==> src/logic/buf_cfg_pkg.sv <==
//==========================================================
// Sizing constants for the stream buffer controller
// Referenced by scoped name from every RTL file
//==========================================================

package buf_cfg_pkg;

        //==========================================================
        // Channel organisation
        //==========================================================
        localparam int NUM_CH   = 3;    // Independent stream channels
        localparam int CH_ID_W  = 2;    // ID 3 is decoded as out of range

        //==========================================================
        // Storage sizing
        //==========================================================
        localparam int DATA_W   = 32;   // Beat width
        localparam int CH_DEPTH = 16;   // Beats per channel FIFO
        localparam int PTR_W    = 4;    // Wraps naturally at CH_DEPTH
        localparam int CNT_W    = 5;    // Holds 0 to CH_DEPTH inclusive
        localparam int SIZE_W   = 5;    // Reservation request size

endpackage : buf_cfg_pkg
==> src/logic/buf_if_pkg.sv <==
//==========================================================
// Port bundles and bridge state type of the stream buffer
// Structs travel whole between the top level and the channels
//==========================================================

package buf_if_pkg;

        // Producer beat, transfers when valid and wr_ready meet
        typedef struct packed {
                logic                               valid;
                logic [buf_cfg_pkg::CH_ID_W-1:0]    ch_id;
                logic [buf_cfg_pkg::DATA_W-1:0]     data;
        } wr_beat_t;

        // Single cycle space reservation from the producer
        typedef struct packed {
                logic                               req;
                logic [buf_cfg_pkg::CH_ID_W-1:0]    ch_id;
                logic [buf_cfg_pkg::SIZE_W-1:0]     size;
        } alloc_req_t;

        // Consumer pop select
        typedef struct packed {
                logic                               drain;
                logic [buf_cfg_pkg::CH_ID_W-1:0]    ch_id;
        } rd_sel_t;

        // Per channel consumer data reservation
        typedef struct packed {
                logic                               req;
                logic [buf_cfg_pkg::SIZE_W-1:0]     size;
        } drain_req_t;

        // Number of beats parked in the latency bridge
        typedef enum logic [1:0] {
                BR_EMPTY = 2'd0,
                BR_ONE   = 2'd1,
                BR_TWO   = 2'd2
        } bridge_state_e;

endpackage : buf_if_pkg

==> src/logic/buf_ctrl.sv <==
//==========================================================
// Multi channel stream buffer top level
// Decodes channel IDs and returns ready and data by ID
//==========================================================

`timescale 1ns/100ps

module buf_ctrl (
        input  logic                                            clk,
        input  logic                                            rst,
        input  buf_if_pkg::wr_beat_t                            wr,
        output logic                                            wr_ready,
        input  buf_if_pkg::alloc_req_t                          alloc,
        output logic [buf_cfg_pkg::NUM_CH-1:0][buf_cfg_pkg::CNT_W-1:0] space_free,
        input  buf_if_pkg::drain_req_t [buf_cfg_pkg::NUM_CH-1:0] drain_req,
        output logic [buf_cfg_pkg::NUM_CH-1:0][buf_cfg_pkg::CNT_W-1:0] data_avail,
        input  buf_if_pkg::rd_sel_t                             rd,
        output logic [buf_cfg_pkg::NUM_CH-1:0]                  rd_valid,
        output logic [buf_cfg_pkg::DATA_W-1:0]                  rd_data,
        output logic [buf_cfg_pkg::NUM_CH-1:0]                  dbg_pending,
        output logic [buf_cfg_pkg::NUM_CH-1:0]                  dbg_out_valid
);

        localparam logic [buf_cfg_pkg::CH_ID_W-1:0] ID_LIM =
                buf_cfg_pkg::CH_ID_W'(buf_cfg_pkg::NUM_CH);

        logic                                           wr_id_ok;
        logic                                           al_id_ok;
        logic                                           rd_id_ok;
        logic [buf_cfg_pkg::NUM_CH-1:0]                 wr_en;
        logic [buf_cfg_pkg::NUM_CH-1:0]                 alloc_en;
        logic [buf_cfg_pkg::NUM_CH-1:0]                 pop_en;
        logic [buf_cfg_pkg::NUM_CH-1:0]                 ready_ch;
        logic [buf_cfg_pkg::NUM_CH-1:0][buf_cfg_pkg::DATA_W-1:0] data_ch;

        //==========================================================
        // ID decode, out of range IDs reach no channel
        //==========================================================
        assign wr_id_ok = (wr.ch_id < ID_LIM);
        assign al_id_ok = (alloc.ch_id < ID_LIM);
        assign rd_id_ok = (rd.ch_id < ID_LIM);

        always_comb begin
                wr_en    = '0;
                alloc_en = '0;
                pop_en   = '0;
                if (wr.valid && wr_id_ok)
                        wr_en[wr.ch_id] = 1'b1;
                if (alloc.req && al_id_ok)
                        alloc_en[alloc.ch_id] = 1'b1;
                if (rd.drain && rd_id_ok)
                        pop_en[rd.ch_id] = 1'b1;
        end

        // Return muxes, independent of wr.valid
        always_comb begin
                wr_ready = 1'b0;                        // Invalid ID never ready
                rd_data  = '0;                          // Invalid ID reads zero
                if (wr_id_ok)
                        wr_ready = ready_ch[wr.ch_id];
                if (rd_id_ok)
                        rd_data = data_ch[rd.ch_id];
        end

        //==========================================================
        // Channel units
        //==========================================================
        for (genvar i = 0; i < buf_cfg_pkg::NUM_CH; i++) begin : gen_ch
                chan_unit u_chan (
                        .clk           (clk),
                        .rst           (rst),
                        .wr_en         (wr_en[i]),
                        .wr_data       (wr.data),       // Shared beat bus
                        .wr_ready      (ready_ch[i]),
                        .alloc_en      (alloc_en[i]),
                        .alloc_size    (alloc.size),    // Shared size bus
                        .space_free    (space_free[i]),
                        .drain_req     (drain_req[i]),
                        .data_avail    (data_avail[i]),
                        .pop           (pop_en[i]),
                        .rd_valid      (rd_valid[i]),
                        .rd_data       (data_ch[i]),
                        .dbg_pending   (dbg_pending[i]),
                        .dbg_out_valid (dbg_out_valid[i])
                );
        end

endmodule : buf_ctrl

==> src/logic/chan_unit.sv <==
//==========================================================
// One channel built from FIFO, space tracker and latency bridge
//==========================================================

`timescale 1ns/100ps

module chan_unit (
        input  logic                            clk,
        input  logic                            rst,
        input  logic                            wr_en,          // Decoded write valid
        input  logic [buf_cfg_pkg::DATA_W-1:0]  wr_data,
        output logic                            wr_ready,
        input  logic                            alloc_en,
        input  logic [buf_cfg_pkg::SIZE_W-1:0]  alloc_size,
        output logic [buf_cfg_pkg::CNT_W-1:0]   space_free,
        input  buf_if_pkg::drain_req_t          drain_req,
        output logic [buf_cfg_pkg::CNT_W-1:0]   data_avail,
        input  logic                            pop,            // Decoded drain
        output logic                            rd_valid,
        output logic [buf_cfg_pkg::DATA_W-1:0]  rd_data,
        output logic                            dbg_pending,
        output logic                            dbg_out_valid
);

        localparam logic [buf_cfg_pkg::CNT_W-1:0] DEPTH =
                buf_cfg_pkg::CNT_W'(buf_cfg_pkg::CH_DEPTH);

        logic                           fifo_full;
        logic [buf_cfg_pkg::CNT_W-1:0]  fifo_cnt;
        logic                           fifo_pull;
        logic [buf_cfg_pkg::DATA_W-1:0] fifo_data;
        logic [1:0]                     br_held;
        logic [buf_cfg_pkg::CNT_W-1:0]  stored;
        logic                           wrote;
        logic                           popped;

        // Channel capacity is CH_DEPTH beats across FIFO and bridge
        assign stored = fifo_cnt + buf_cfg_pkg::CNT_W'(br_held)
                        + buf_cfg_pkg::CNT_W'(dbg_pending);
        assign wr_ready      = !fifo_full && (stored < DEPTH);
        assign wrote         = wr_en && wr_ready;
        assign popped        = pop && rd_valid;
        assign dbg_out_valid = rd_valid;

        chan_fifo u_fifo (
                .clk(clk), .rst(rst),
                .push      (wrote),
                .push_data (wr_data),
                .full      (fifo_full),
                .pull      (fifo_pull),         // Driven by the bridge
                .pull_data (fifo_data),
                .count     (fifo_cnt)
        );

        space_tracker u_track (
                .clk(clk), .rst(rst),
                .stored     (stored),
                .alloc_en   (alloc_en),
                .alloc_size (alloc_size),
                .wrote      (wrote),
                .drain_req  (drain_req),
                .popped     (popped),
                .space_free (space_free),
                .data_avail (data_avail)
        );

        latency_bridge u_bridge (
                .clk(clk), .rst(rst),
                .src_nonempty (fifo_cnt != '0),
                .src_pull     (fifo_pull),
                .src_data     (fifo_data),
                .pop          (popped),
                .out_valid    (rd_valid),
                .out_data     (rd_data),
                .held         (br_held),
                .pending      (dbg_pending)
        );

endmodule : chan_unit

==> src/logic/latency_bridge.sv <==
//==========================================================
// Two entry output stage behind the FIFO registered read
// Keeps one pull in flight so pops can run every cycle
//==========================================================

`timescale 1ns/100ps

module latency_bridge (
        input  logic                            clk,
        input  logic                            rst,
        input  logic                            src_nonempty,
        output logic                            src_pull,
        input  logic [buf_cfg_pkg::DATA_W-1:0]  src_data,       // Lands one cycle after pull
        input  logic                            pop,            // Accepted pop only
        output logic                            out_valid,
        output logic [buf_cfg_pkg::DATA_W-1:0]  out_data,
        output logic [1:0]                      held,
        output logic                            pending
);

        buf_if_pkg::bridge_state_e      state;
        logic                           inflight;       // Data arrives on next edge
        logic [1:0]                     occ;            // Beats after this edge
        logic [buf_cfg_pkg::DATA_W-1:0] head;
        logic [buf_cfg_pkg::DATA_W-1:0] tail;

        assign held      = state;
        assign pending   = inflight;
        assign out_valid = (state != buf_if_pkg::BR_EMPTY);
        assign out_data  = head;

        // Count held and in flight beats, credit a pop this cycle
        assign occ      = held + {1'b0, inflight} - {1'b0, pop};
        assign src_pull = src_nonempty && (occ < 2'd2);

        always_ff @(posedge clk) begin
                if (rst) begin
                        state    <= buf_if_pkg::BR_EMPTY;
                        inflight <= 1'b0;
                end else begin
                        inflight <= src_pull;
                        case (state)
                                buf_if_pkg::BR_EMPTY:
                                        if (inflight) state <= buf_if_pkg::BR_ONE;
                                buf_if_pkg::BR_ONE:
                                        if (inflight && !pop)
                                                state <= buf_if_pkg::BR_TWO;
                                        else if (!inflight && pop)
                                                state <= buf_if_pkg::BR_EMPTY;
                                buf_if_pkg::BR_TWO:
                                        if (pop) state <= buf_if_pkg::BR_ONE;  // Never in flight here
                                default: state <= buf_if_pkg::BR_EMPTY;
                        endcase
                end
        end

        // Head always holds the oldest beat
        always_ff @(posedge clk) begin
                case (state)
                        buf_if_pkg::BR_EMPTY: if (inflight) head <= src_data;
                        buf_if_pkg::BR_ONE: begin
                                if (inflight && pop)
                                        head <= src_data;       // Replace popped head
                                else if (inflight)
                                        tail <= src_data;
                        end
                        buf_if_pkg::BR_TWO: if (pop) head <= tail;
                        default: ;
                endcase
        end

endmodule : latency_bridge

==> src/logic/space_tracker.sv <==
//==========================================================
// Write and drain reservation bookkeeping for one channel
//==========================================================

`timescale 1ns/100ps

module space_tracker (
        input  logic                            clk,
        input  logic                            rst,
        input  logic [buf_cfg_pkg::CNT_W-1:0]   stored,         // FIFO plus bridge beats
        input  logic                            alloc_en,
        input  logic [buf_cfg_pkg::SIZE_W-1:0]  alloc_size,
        input  logic                            wrote,          // Accepted write
        input  buf_if_pkg::drain_req_t          drain_req,
        input  logic                            popped,         // Accepted pop
        output logic [buf_cfg_pkg::CNT_W-1:0]   space_free,
        output logic [buf_cfg_pkg::CNT_W-1:0]   data_avail
);

        localparam logic [buf_cfg_pkg::CNT_W:0] DEPTH =
                (buf_cfg_pkg::CNT_W + 1)'(buf_cfg_pkg::CH_DEPTH);

        logic [buf_cfg_pkg::CNT_W-1:0]  wr_resv;        // Space promised to producer
        logic [buf_cfg_pkg::CNT_W-1:0]  dr_resv;        // Data promised to consumer
        logic [buf_cfg_pkg::CNT_W:0]    committed;      // One extra bit for the sum
        logic                           alloc_ok;
        logic                           drain_ok;
        logic                           wr_use;
        logic                           dr_use;

        //==========================================================
        // Reported counts
        //==========================================================
        assign committed  = {1'b0, stored} + {1'b0, wr_resv};
        assign space_free = (committed >= DEPTH) ? '0 :
                            buf_cfg_pkg::CNT_W'(DEPTH - committed);
        assign data_avail = (stored > dr_resv) ? (stored - dr_resv) : '0;

        // Grant only when the request fits
        assign alloc_ok = alloc_en && (alloc_size <= space_free);
        assign drain_ok = drain_req.req && (drain_req.size <= data_avail);

        // Consumption stops at zero
        assign wr_use = wrote  && (wr_resv != '0);
        assign dr_use = popped && (dr_resv != '0);

        always_ff @(posedge clk) begin
                if (rst) begin
                        wr_resv <= '0;
                        dr_resv <= '0;
                end else begin
                        wr_resv <= wr_resv + (alloc_ok ? alloc_size : '0)
                                   - buf_cfg_pkg::CNT_W'(wr_use);
                        dr_resv <= dr_resv + (drain_ok ? drain_req.size : '0)
                                   - buf_cfg_pkg::CNT_W'(dr_use);
                end
        end

endmodule : space_tracker

==> src/logic/chan_fifo.sv <==
//==========================================================
// Per channel synchronous FIFO, read data one cycle after pull
//==========================================================

`timescale 1ns/100ps

module chan_fifo (
        input  logic                            clk,
        input  logic                            rst,
        input  logic                            push,
        input  logic [buf_cfg_pkg::DATA_W-1:0]  push_data,
        output logic                            full,
        input  logic                            pull,
        output logic [buf_cfg_pkg::DATA_W-1:0]  pull_data,      // Registered read
        output logic [buf_cfg_pkg::CNT_W-1:0]   count
);

        localparam logic [buf_cfg_pkg::CNT_W-1:0] FULL_CNT =
                buf_cfg_pkg::CNT_W'(buf_cfg_pkg::CH_DEPTH);

        logic [buf_cfg_pkg::DATA_W-1:0] mem [buf_cfg_pkg::CH_DEPTH];
        logic [buf_cfg_pkg::PTR_W-1:0]  wr_ptr;
        logic [buf_cfg_pkg::PTR_W-1:0]  rd_ptr;
        logic                           do_push;
        logic                           do_pull;

        assign full    = (count == FULL_CNT);
        assign do_push = push && !full;                 // Overflow guard
        assign do_pull = pull && (count != '0);         // Underflow guard

        // Pointers and occupancy
        always_ff @(posedge clk) begin
                if (rst) begin
                        wr_ptr <= '0;
                        rd_ptr <= '0;
                        count  <= '0;
                end else begin
                        if (do_push)
                                wr_ptr <= wr_ptr + 1'b1;        // Wraps at CH_DEPTH
                        if (do_pull)
                                rd_ptr <= rd_ptr + 1'b1;
                        case ({do_push, do_pull})
                                2'b10:   count <= count + 1'b1;
                                2'b01:   count <= count - 1'b1;
                                default: count <= count;        // Idle or both
                        endcase
                end
        end

        // Storage array and registered read port
        always_ff @(posedge clk) begin
                if (do_push)
                        mem[wr_ptr] <= push_data;
                if (do_pull)
                        pull_data <= mem[rd_ptr];               // Valid on next cycle
        end

endmodule : chan_fifo

==> config.mk <==
export PLATFORM = sky130hd
export DESIGN_NAME = buf_ctrl
export DESIGN_NICKNAME = d
export VERILOG_FILES = /design/src/logic/buf_cfg_pkg.sv /design/src/logic/buf_if_pkg.sv /design/src/logic/buf_ctrl.sv /design/src/logic/chan_unit.sv /design/src/logic/latency_bridge.sv /design/src/logic/space_tracker.sv /design/src/logic/chan_fifo.sv
export SDC_FILE = /design/constraint.sdc
export NUM_CORES = 2
export LEC_CHECK = 0
export BUFFER_PORTS_ARGS = -buffer_cell sky130_fd_sc_hd__buf_2
export CAP_MARGIN = 20
export CORE_UTILIZATION = 62
export DETAILED_ROUTE_END_ITERATION = 6
export PLACE_DENSITY = 0.86
export SLEW_MARGIN = 20
export SYNTH_ARGS = -nofsm -noshare
export SYNTH_HDL_FRONTEND = slang
export SYNTH_SLANG_ARGS = --single-unit
==> constraint.sdc <==
create_clock -name clk -period 6.8 [get_ports clk]
set_input_delay 1.36 -clock clk [delete_from_list [all_inputs] [get_ports clk]]
set_output_delay 1.36 -clock clk [all_outputs]
set_load 0.02 [all_outputs]
## Word level (Yosys, flattened, before mapping)

Memories as Yosys holds them, arrays and structs flattened. A register that Yosys moved wholly into a read port is not among the register bits.
Index checks and enable logic that the tools add are counted.

- Output and inout bits: 72
- Input port bits: 66
- Memories: 3
- Flip-flop bits (word level): 270
- Word-level logic and storage cells: 279
- Memory bits (writable): 1,536

- Bitwise logic cells: 3
- Eq/ne operators: 27
- Reductions and logical operators: 84
- Order comparisons: 27
- Add/sub/neg operators: 45
- Multiplexer cells: 63

Memory list:

| name | words | width | read ports | clocked after memory_dff | wr ports | line | RTL |
|---|---|---|---|---|---|---|---|
| gen_ch[0].u_chan.u_fifo.mem | 16 | 32 | 1 | 1 | 1 | chan_fifo.sv:21 | `logic [buf_cfg_pkg::DATA_W-1:0] mem [buf_cfg_pkg::CH_DEPTH];` |
| gen_ch[1].u_chan.u_fifo.mem | 16 | 32 | 1 | 1 | 1 | chan_fifo.sv:21 |  |
| gen_ch[2].u_chan.u_fifo.mem | 16 | 32 | 1 | 1 | 1 | chan_fifo.sv:21 |  |

Operators by type and width:

| cell | number |
|---|---|
| two-way mux 32 bit | 11 |
| case mux 32 bit (3 select lines) | 3 |
| binary-select mux 32 bit (select 2 bit) | 1 |
| two-way mux 5 bit | 12 |
| logical AND 1 bit | 45 |
| nonzero test 5 bit | 9 |
| adder 5 bit | 6 |
| <= comparator 5 bit | 6 |
| case mux 5 bit (2 select lines) | 3 |
| subtractor 5 x 1 -> 5 bit | 6 |
| adder 4 x 1 -> 4 bit (second input constant) | 6 |
| two-way mux 2 bit | 12 |
| adder 5 x 5 -> 6 bit | 3 |
| >= comparator 6 x 5 -> 1 bit (second input constant) | 3 |
| != test 2 bit (second input constant) | 9 |
| case mux 2 bit (3 select lines) | 3 |
| AND reduction 3 bit | 6 |
| adder 5 x 1 -> 5 bit | 3 |
| adder 5 x 1 -> 5 bit (second input constant) | 3 |
| adder 5 x 2 -> 5 bit | 3 |
| equality test 5 bit (second input constant) | 3 |
| greater-than comparator 5 bit | 3 |
| less-than comparator 5 bit (second input constant) | 3 |
| subtractor 5 x 1 -> 5 bit (second input constant) | 3 |
| 20 further kinds | 84 |

## Logic depth before layout (Yosys ltp)

- Word-level depth: 12
- Depth in mapped cells: 26
- Depth with buffers taken out: 26

## Modules after synthesis

A second synthesis with hierarchy kept.

- Cells, all modules: 3,863
- Area total of the unflattened synthesis: 76,809.9 µm²

By module, submodules not included:

| module | cells an instance | instances | area each (µm²) | sequential area each (µm²) |
|---|---|---|---|---|
| chan_fifo | 920 | 3 | 20,926.3 | 16,595.9 |
| latency_bridge | 125 | 3 | 2,688.8 | 1,981.9 |
| space_tracker | 188 | 3 | 1,508.9 | 200.2 |
| buf_ctrl | 89 | 1 | 822.0 | 0.0 |
| chan_unit | 25 | 3 | 205.2 | 0.0 |

## Worst setup path after synthesis

No wires, ideal clock.

- Kind: register -> register
- Start: register gen_ch[0].u_chan.u_bridge.state[0]
- End: register gen_ch[0].u_chan.u_track.wr_resv[4] (netlist name)
- Required time: 6,672 ps
- Buffers on the path: 0
- Data arrival time: 6,014 ps
- Setup time: 128 ps
- Setup slack: 659 ps
- Clock period less this slack: 6,141 ps
- Stages on the path, launching flop included: 23
- Cells stage by stage: dfxtp_1 fa_1 inv_1 fa_1 fa_1 nand2b_1 a2111oi_0 mux2i_1 nor4_1 ha_1 inv_1 or2_1 a2111oi_0 nand2_1 ha_1 inv_1 ha_1 fa_1 a21o_1 a21oi_1 xnor2_1 xnor2_1 nor2_1

RTL lines:

| what | line | RTL |
|---|---|---|
| start: declaration | latency_bridge.sv:21 | `buf_if_pkg::bridge_state_e state;` |
| start signal: assignment | latency_bridge.sv:38 | `state <= buf_if_pkg::BR_EMPTY;` |
| start signal: assignment | latency_bridge.sv:44 | `if (inflight) state <= buf_if_pkg::BR_ONE;` |
| start signal: assignment | latency_bridge.sv:47 | `state <= buf_if_pkg::BR_TWO;` |
| end signal: assignment | space_tracker.sv:52 | `wr_resv <= wr_resv + (alloc_ok ? alloc_size : '0)` |
| end: declaration | space_tracker.sv:23 | `logic [buf_cfg_pkg::CNT_W-1:0] wr_resv;` |

## Worst setup path in the final report

- Start: register gen_ch[0].u_chan.u_bridge.state[0]
- End: register gen_ch[0].u_chan.u_track.wr_resv[4] (netlist name)

- Word-level cells in the longest chain between the ends: 10
- Elaborated cells on any way between the ends: 15
- Classes of those cells: add/sub: 6; order compare: 3; mux: 2; reduce/logical: 4

Ends and longest elaborated chain:

| what | line | RTL |
|---|---|---|
| adder 5 x 2 -> 5 bit * | chan_unit.sv:38 | `assign stored = fifo_cnt + buf_cfg_pkg::CNT_W'(br_held)` |
| adder 5 x 1 -> 5 bit * | chan_unit.sv:39 | `+ buf_cfg_pkg::CNT_W'(dbg_pending);` |
| adder 5 x 5 -> 6 bit | space_tracker.sv:34 | `assign committed = {1'b0, stored} + {1'b0, wr_resv};` |
| subtractor 5 bit / >= comparator 6 x 5 -> 1 bit (equally long branches) | space_tracker.sv:36, space_tracker.sv:35 |  |
| two-way mux 5 bit | space_tracker.sv:35 | `assign space_free = (committed >= DEPTH) ? '0 :` |
| <= comparator 5 bit | space_tracker.sv:40 | `assign alloc_ok = alloc_en && (alloc_size <= space_free);` |
| logical AND 1 bit | space_tracker.sv:40 |  |
| two-way mux 5 bit | space_tracker.sv:52 |  |
| adder 5 bit | space_tracker.sv:52 |  |
| subtractor 5 x 1 -> 5 bit * | space_tracker.sv:53 | `- buf_cfg_pkg::CNT_W'(wr_use);` |

Mark *: on every way between the ends. The rest lies on a longest branch, timed or not.
A chain may end at the register's enable or synchronous reset.

==> run_results.csv <==
group,metric,value,unit
cts,cts_buffers,180,
timing,timing.final.max_slew_violations,0,
global_route,grt_max_degree,103,
timing,clock_skew,0.05060,ns
worst_setup_path,startpoint_type,"flip-flop",
worst_setup_path,cp_slowest_stage_delay,0.49,ns
worst_setup_path,critPathTopFamily,"adder cells",
cts,htree_num_levels,4,
synth,synthesis.nets,3899,
global_route,wire_length_of_the_first_global_routing_pass,299.8,mm
synth,synth-main-ff-cell,"edfxtp_1",
synth,synth_area_leader_cell,"edfxtp_1",
global_route,grt_pass1_vias,41048,
final_layout,drive_gt1_share,26.65,%
worst_setup_path,critPathKind,"reg -> reg",
worst_setup_path,required,7.48,ns
timing,period_minus_slack,6.245,ns
floorplan,top_level_ports,138,
floorplan,design.core.area,0.1219,mm2
synth,synthTopCellsByCount,"1824 x edfxtp_1, 480 x mux4_2, 155 x ha_1",
cts,clock_tree.root_cell,"clkbuf_16",
power,worst_ir_drop_vdd,0.4868,mV
synth,library_cell_with_the_highest_instance_count_after_synthesis,"edfxtp_1",
worst_setup_path,data_arrival_critical_path,6.92,ns
power,power.density_cell_area,415.5,mW/mm2
route,antenna_left,0,
cts,clkSlewWorstSetupHoldPaths,0.07,ns
run,cap_viol_max_count,0,
final_layout,syn_to_final_growth,11.51,%
timing,timing.hold.ws,0.4422,ns
synth,syn_avg_cell_area,20.84,um2
power,total_power_consumption,0.03531,W
global_route,global_route.overflow_total,0,
synth,mappedNetlistArea,0.07620,mm2
floorplan,die-width,352.6,um
timing,post-route-period-util,91.84,%
final_layout,post-route-cell-area,0.08497,mm2
worst_hold_path,min-delay-path-class,"reg -> reg",
synth,netlist_top_cells_area,"edfxtp_1 72%, mux4_2 14%, ha_1 2.5%",
synth,synthDominantCellAreaShare,71.88,%
final_layout,fillerInstances,6668,
route,drcViolationCount,0,
route,drt_first_iter_violations,7021,
timing,maxSlewHeadroom,22.26,%
synth,yosysSeqAreaShare,73.93,%
place,globalplace.congestion,0.8738,
worst_setup_path,crit_top_cell,"fa_1",
power,leakage,27.59,nW
timing,final_setup_violating_endpoints,0,
floorplan,die_area,0.1243,mm2
worst_setup_path,critical-path-slowest-cell,"fa_1",
outcome,outcome,"completed",
route,dr_total_vias,40345,
place,dp_hpwl,108.6,mm
floorplan,placementRows,128,
global_route,antenna_found_initial,14,
cts,clock-sinks,1902,
cts,cts_max_path_buffers,3,
timing,fmax_achieved,0.1601,GHz
worst_setup_path,cp_num_buf_inv,3,
global_route,grt_usage,34.46,%
synth,ys_types,57,
route,detail_route.first_pass.iterations,6,
timing,fin_setup_tns,0,ns
worst_setup_path,path_max_fanout,8,
synth,synth-seq-cells,1902,
place,io_buffer_count,137,
route,via_per_inst,7.105,
synth,post_synth_edffs,1824,
floorplan,initial_core_util,62.52,%
synth,synth.yosys.warnings,0,
final_layout,finish.utilization,69.72,%
timing,finalHoldViolCount,0,
worst_setup_path,path_cells,"fa_1 -> inv_1 -> fa_1 -> fa_1 -> nand2b_1 -> a2111oi_0 -> mux2i_1 -> nor3_4 -> nand2_1 -> ha_1 -> nand4_1 -> or2_1 -> a2111oi_0 -> buf_4 -> nand2_1 -> ha_1 -> inv_1 -> ha_1 -> fa_1 -> a21o_1 -> a21oi_1 -> xnor2_1 -> xnor2_1 -> nor2_1",
synth,synthCells,3657,
cts,clock_tree_from_tritoncts,"built",
route,postRouteWirelength,216.6,mm
timing,worstMarginPinSlew,1.163,ns
synth,synth_async_sr_flop_share,0,%
timing,rsz0062_at_grt,"no",
worst_setup_path,cp-end-kind,"flip-flop",
floorplan,die-height,352.6,um
final_layout,layout.nets,4141,
place,postPlaceCellArea,0.07906,mm2
cts,clock_latency,0.85,ns
route,wire_per_inst,38.15,um
## final timing paths
path | endpoint | cells past startpoint | slack, ns | start
setup / recovery | gen_ch[0].u_chan.u_track.wr_resv[4] | 24 | 0.55 | gen_ch[0].u_chan.u_bridge.held[0]
hold / removal | gen_ch[1].u_chan.u_bridge.tail[21] | 0 | 0.44 | gen_ch[1].u_chan.u_fifo.pull_data[21]
setup reg to reg | gen_ch[0].u_chan.u_track.wr_resv[4] | 24 | 0.55 | gen_ch[0].u_chan.u_bridge.held[0]
hold reg to reg | gen_ch[1].u_chan.u_bridge.tail[21] | 0 | 0.44 | gen_ch[1].u_chan.u_fifo.pull_data[21]
## metal layers
layer | global-route usage [%] | routed length (um)
met1 | 44.09 | 69300
met2 | 55.31 | 106400
met3 | 7.721 | 26710
met4 | 19.27 | 14130
met5 | 0 | 99
## area by class of cell
type / instances / area (um2) / area share, %
diodes: 8 / 20.02 / 0.02356
clock buffers: 218 / 4732 / 5.569
clock inverters: 110 / 1025 / 1.206
inverters: 132 / 495.5 / 0.5831
multi-input cells: 1462 / 18860 / 22.20
flip-flops and latches: 1902 / 56360 / 66.33
well taps: 1625 / 2033 / 2.393
repair buffers: 221 / 1439 / 1.693
## report_power, final
part	total [W]	internal (W)	switching (W)
logic	0.00975	0.00435	0.00540
clock network	0.0103	0.00559	0.00469
registers	0.0153	0.0143	0.00102
total	0.0353	0.0242	0.0111
## per-stage QoR
step	setup slack, ns	std cells
2_1_floorplan	0.6587	3657
3_3_place_gp	0.7096	5337
3_5_place_dp	0.5578	5337
4_1_cts	0.4883	5665
5_1_grt	0.02068	5671
6_report	0.5547	5678
## flip-flops by register name, summed over array words and instances, names as in the netlist
name	flops
gen_ch.u_chan.u_fifo.mem	1536
gen_ch.u_chan.u_bridge.out_data	96
gen_ch.u_chan.u_track.dr_resv	15
gen_ch.u_chan.u_fifo.wr_ptr	12
gen_ch.u_chan.u_bridge.pending	3
gen_ch.u_chan.u_fifo.rd_ptr	12
gen_ch.u_chan.u_fifo.pull_data	96
gen_ch.u_chan.u_fifo.count	15
gen_ch.u_chan.u_bridge.held	6
gen_ch.u_chan.u_bridge.tail	96
gen_ch.u_chan.u_track.wr_resv	15
## layout by cell type, fill, tap and decap left out, drive strengths merged, types with 4 or more instances in the layout
master,n
edfxtp,1824
mux4,480
buf,221
clkbuf,218
ha,155
inv,142
nor2,128
nand2,114
mux2,100
clkinv,79
dfxtp,78
a21oi,67
xnor2,48
mux2i,45
o21ai,45
xor2,32
nor2b,32
nor3,26
a21o,23
fa,21
and2,17
nand2b,16
bufinv,16
nand4,13
nand3,13
nor4,9
diode,8
or4,8
nand3b,6
nor3b,6
and3,6
o21a,5
o31ai,5
clkinvlp,5
or2,5
and3b,4
## worst reg2reg max path: cells and delay by family (launching register included)
kind            cells  cell delay [ns]
xor+xnor            2             0.32
flops               1             0.43
mux                 1             0.22
fa+ha+maj           7             2.66
compound gates      4             1.17
simple gates        7             1.00
buf+inv             3             0.32
## kinds of logic after synthesis
| family | share of synthesized area [%] |
|---|---|
| XOR/XNOR | 0.9195 |
| adder cells (fa/ha/maj) | 3.097 |
| buffers and inverters | 1.873 |
| multiplexers | 16.26 |
| flip-flops | 73.93 |
| AND/OR/NAND/NOR | 2.658 |
| AO/OA/AOI/OAI | 1.264 |
## repair_timing
item                                   4_1_cts  5_1_grt
gates resized for setup                      0        1
setup buffers                                0        0
setup endpoints to repair                    0        1
endpoints found under the hold margin        0        0
hold buffers                                 0        0
(Power assumes the default switching activity.)
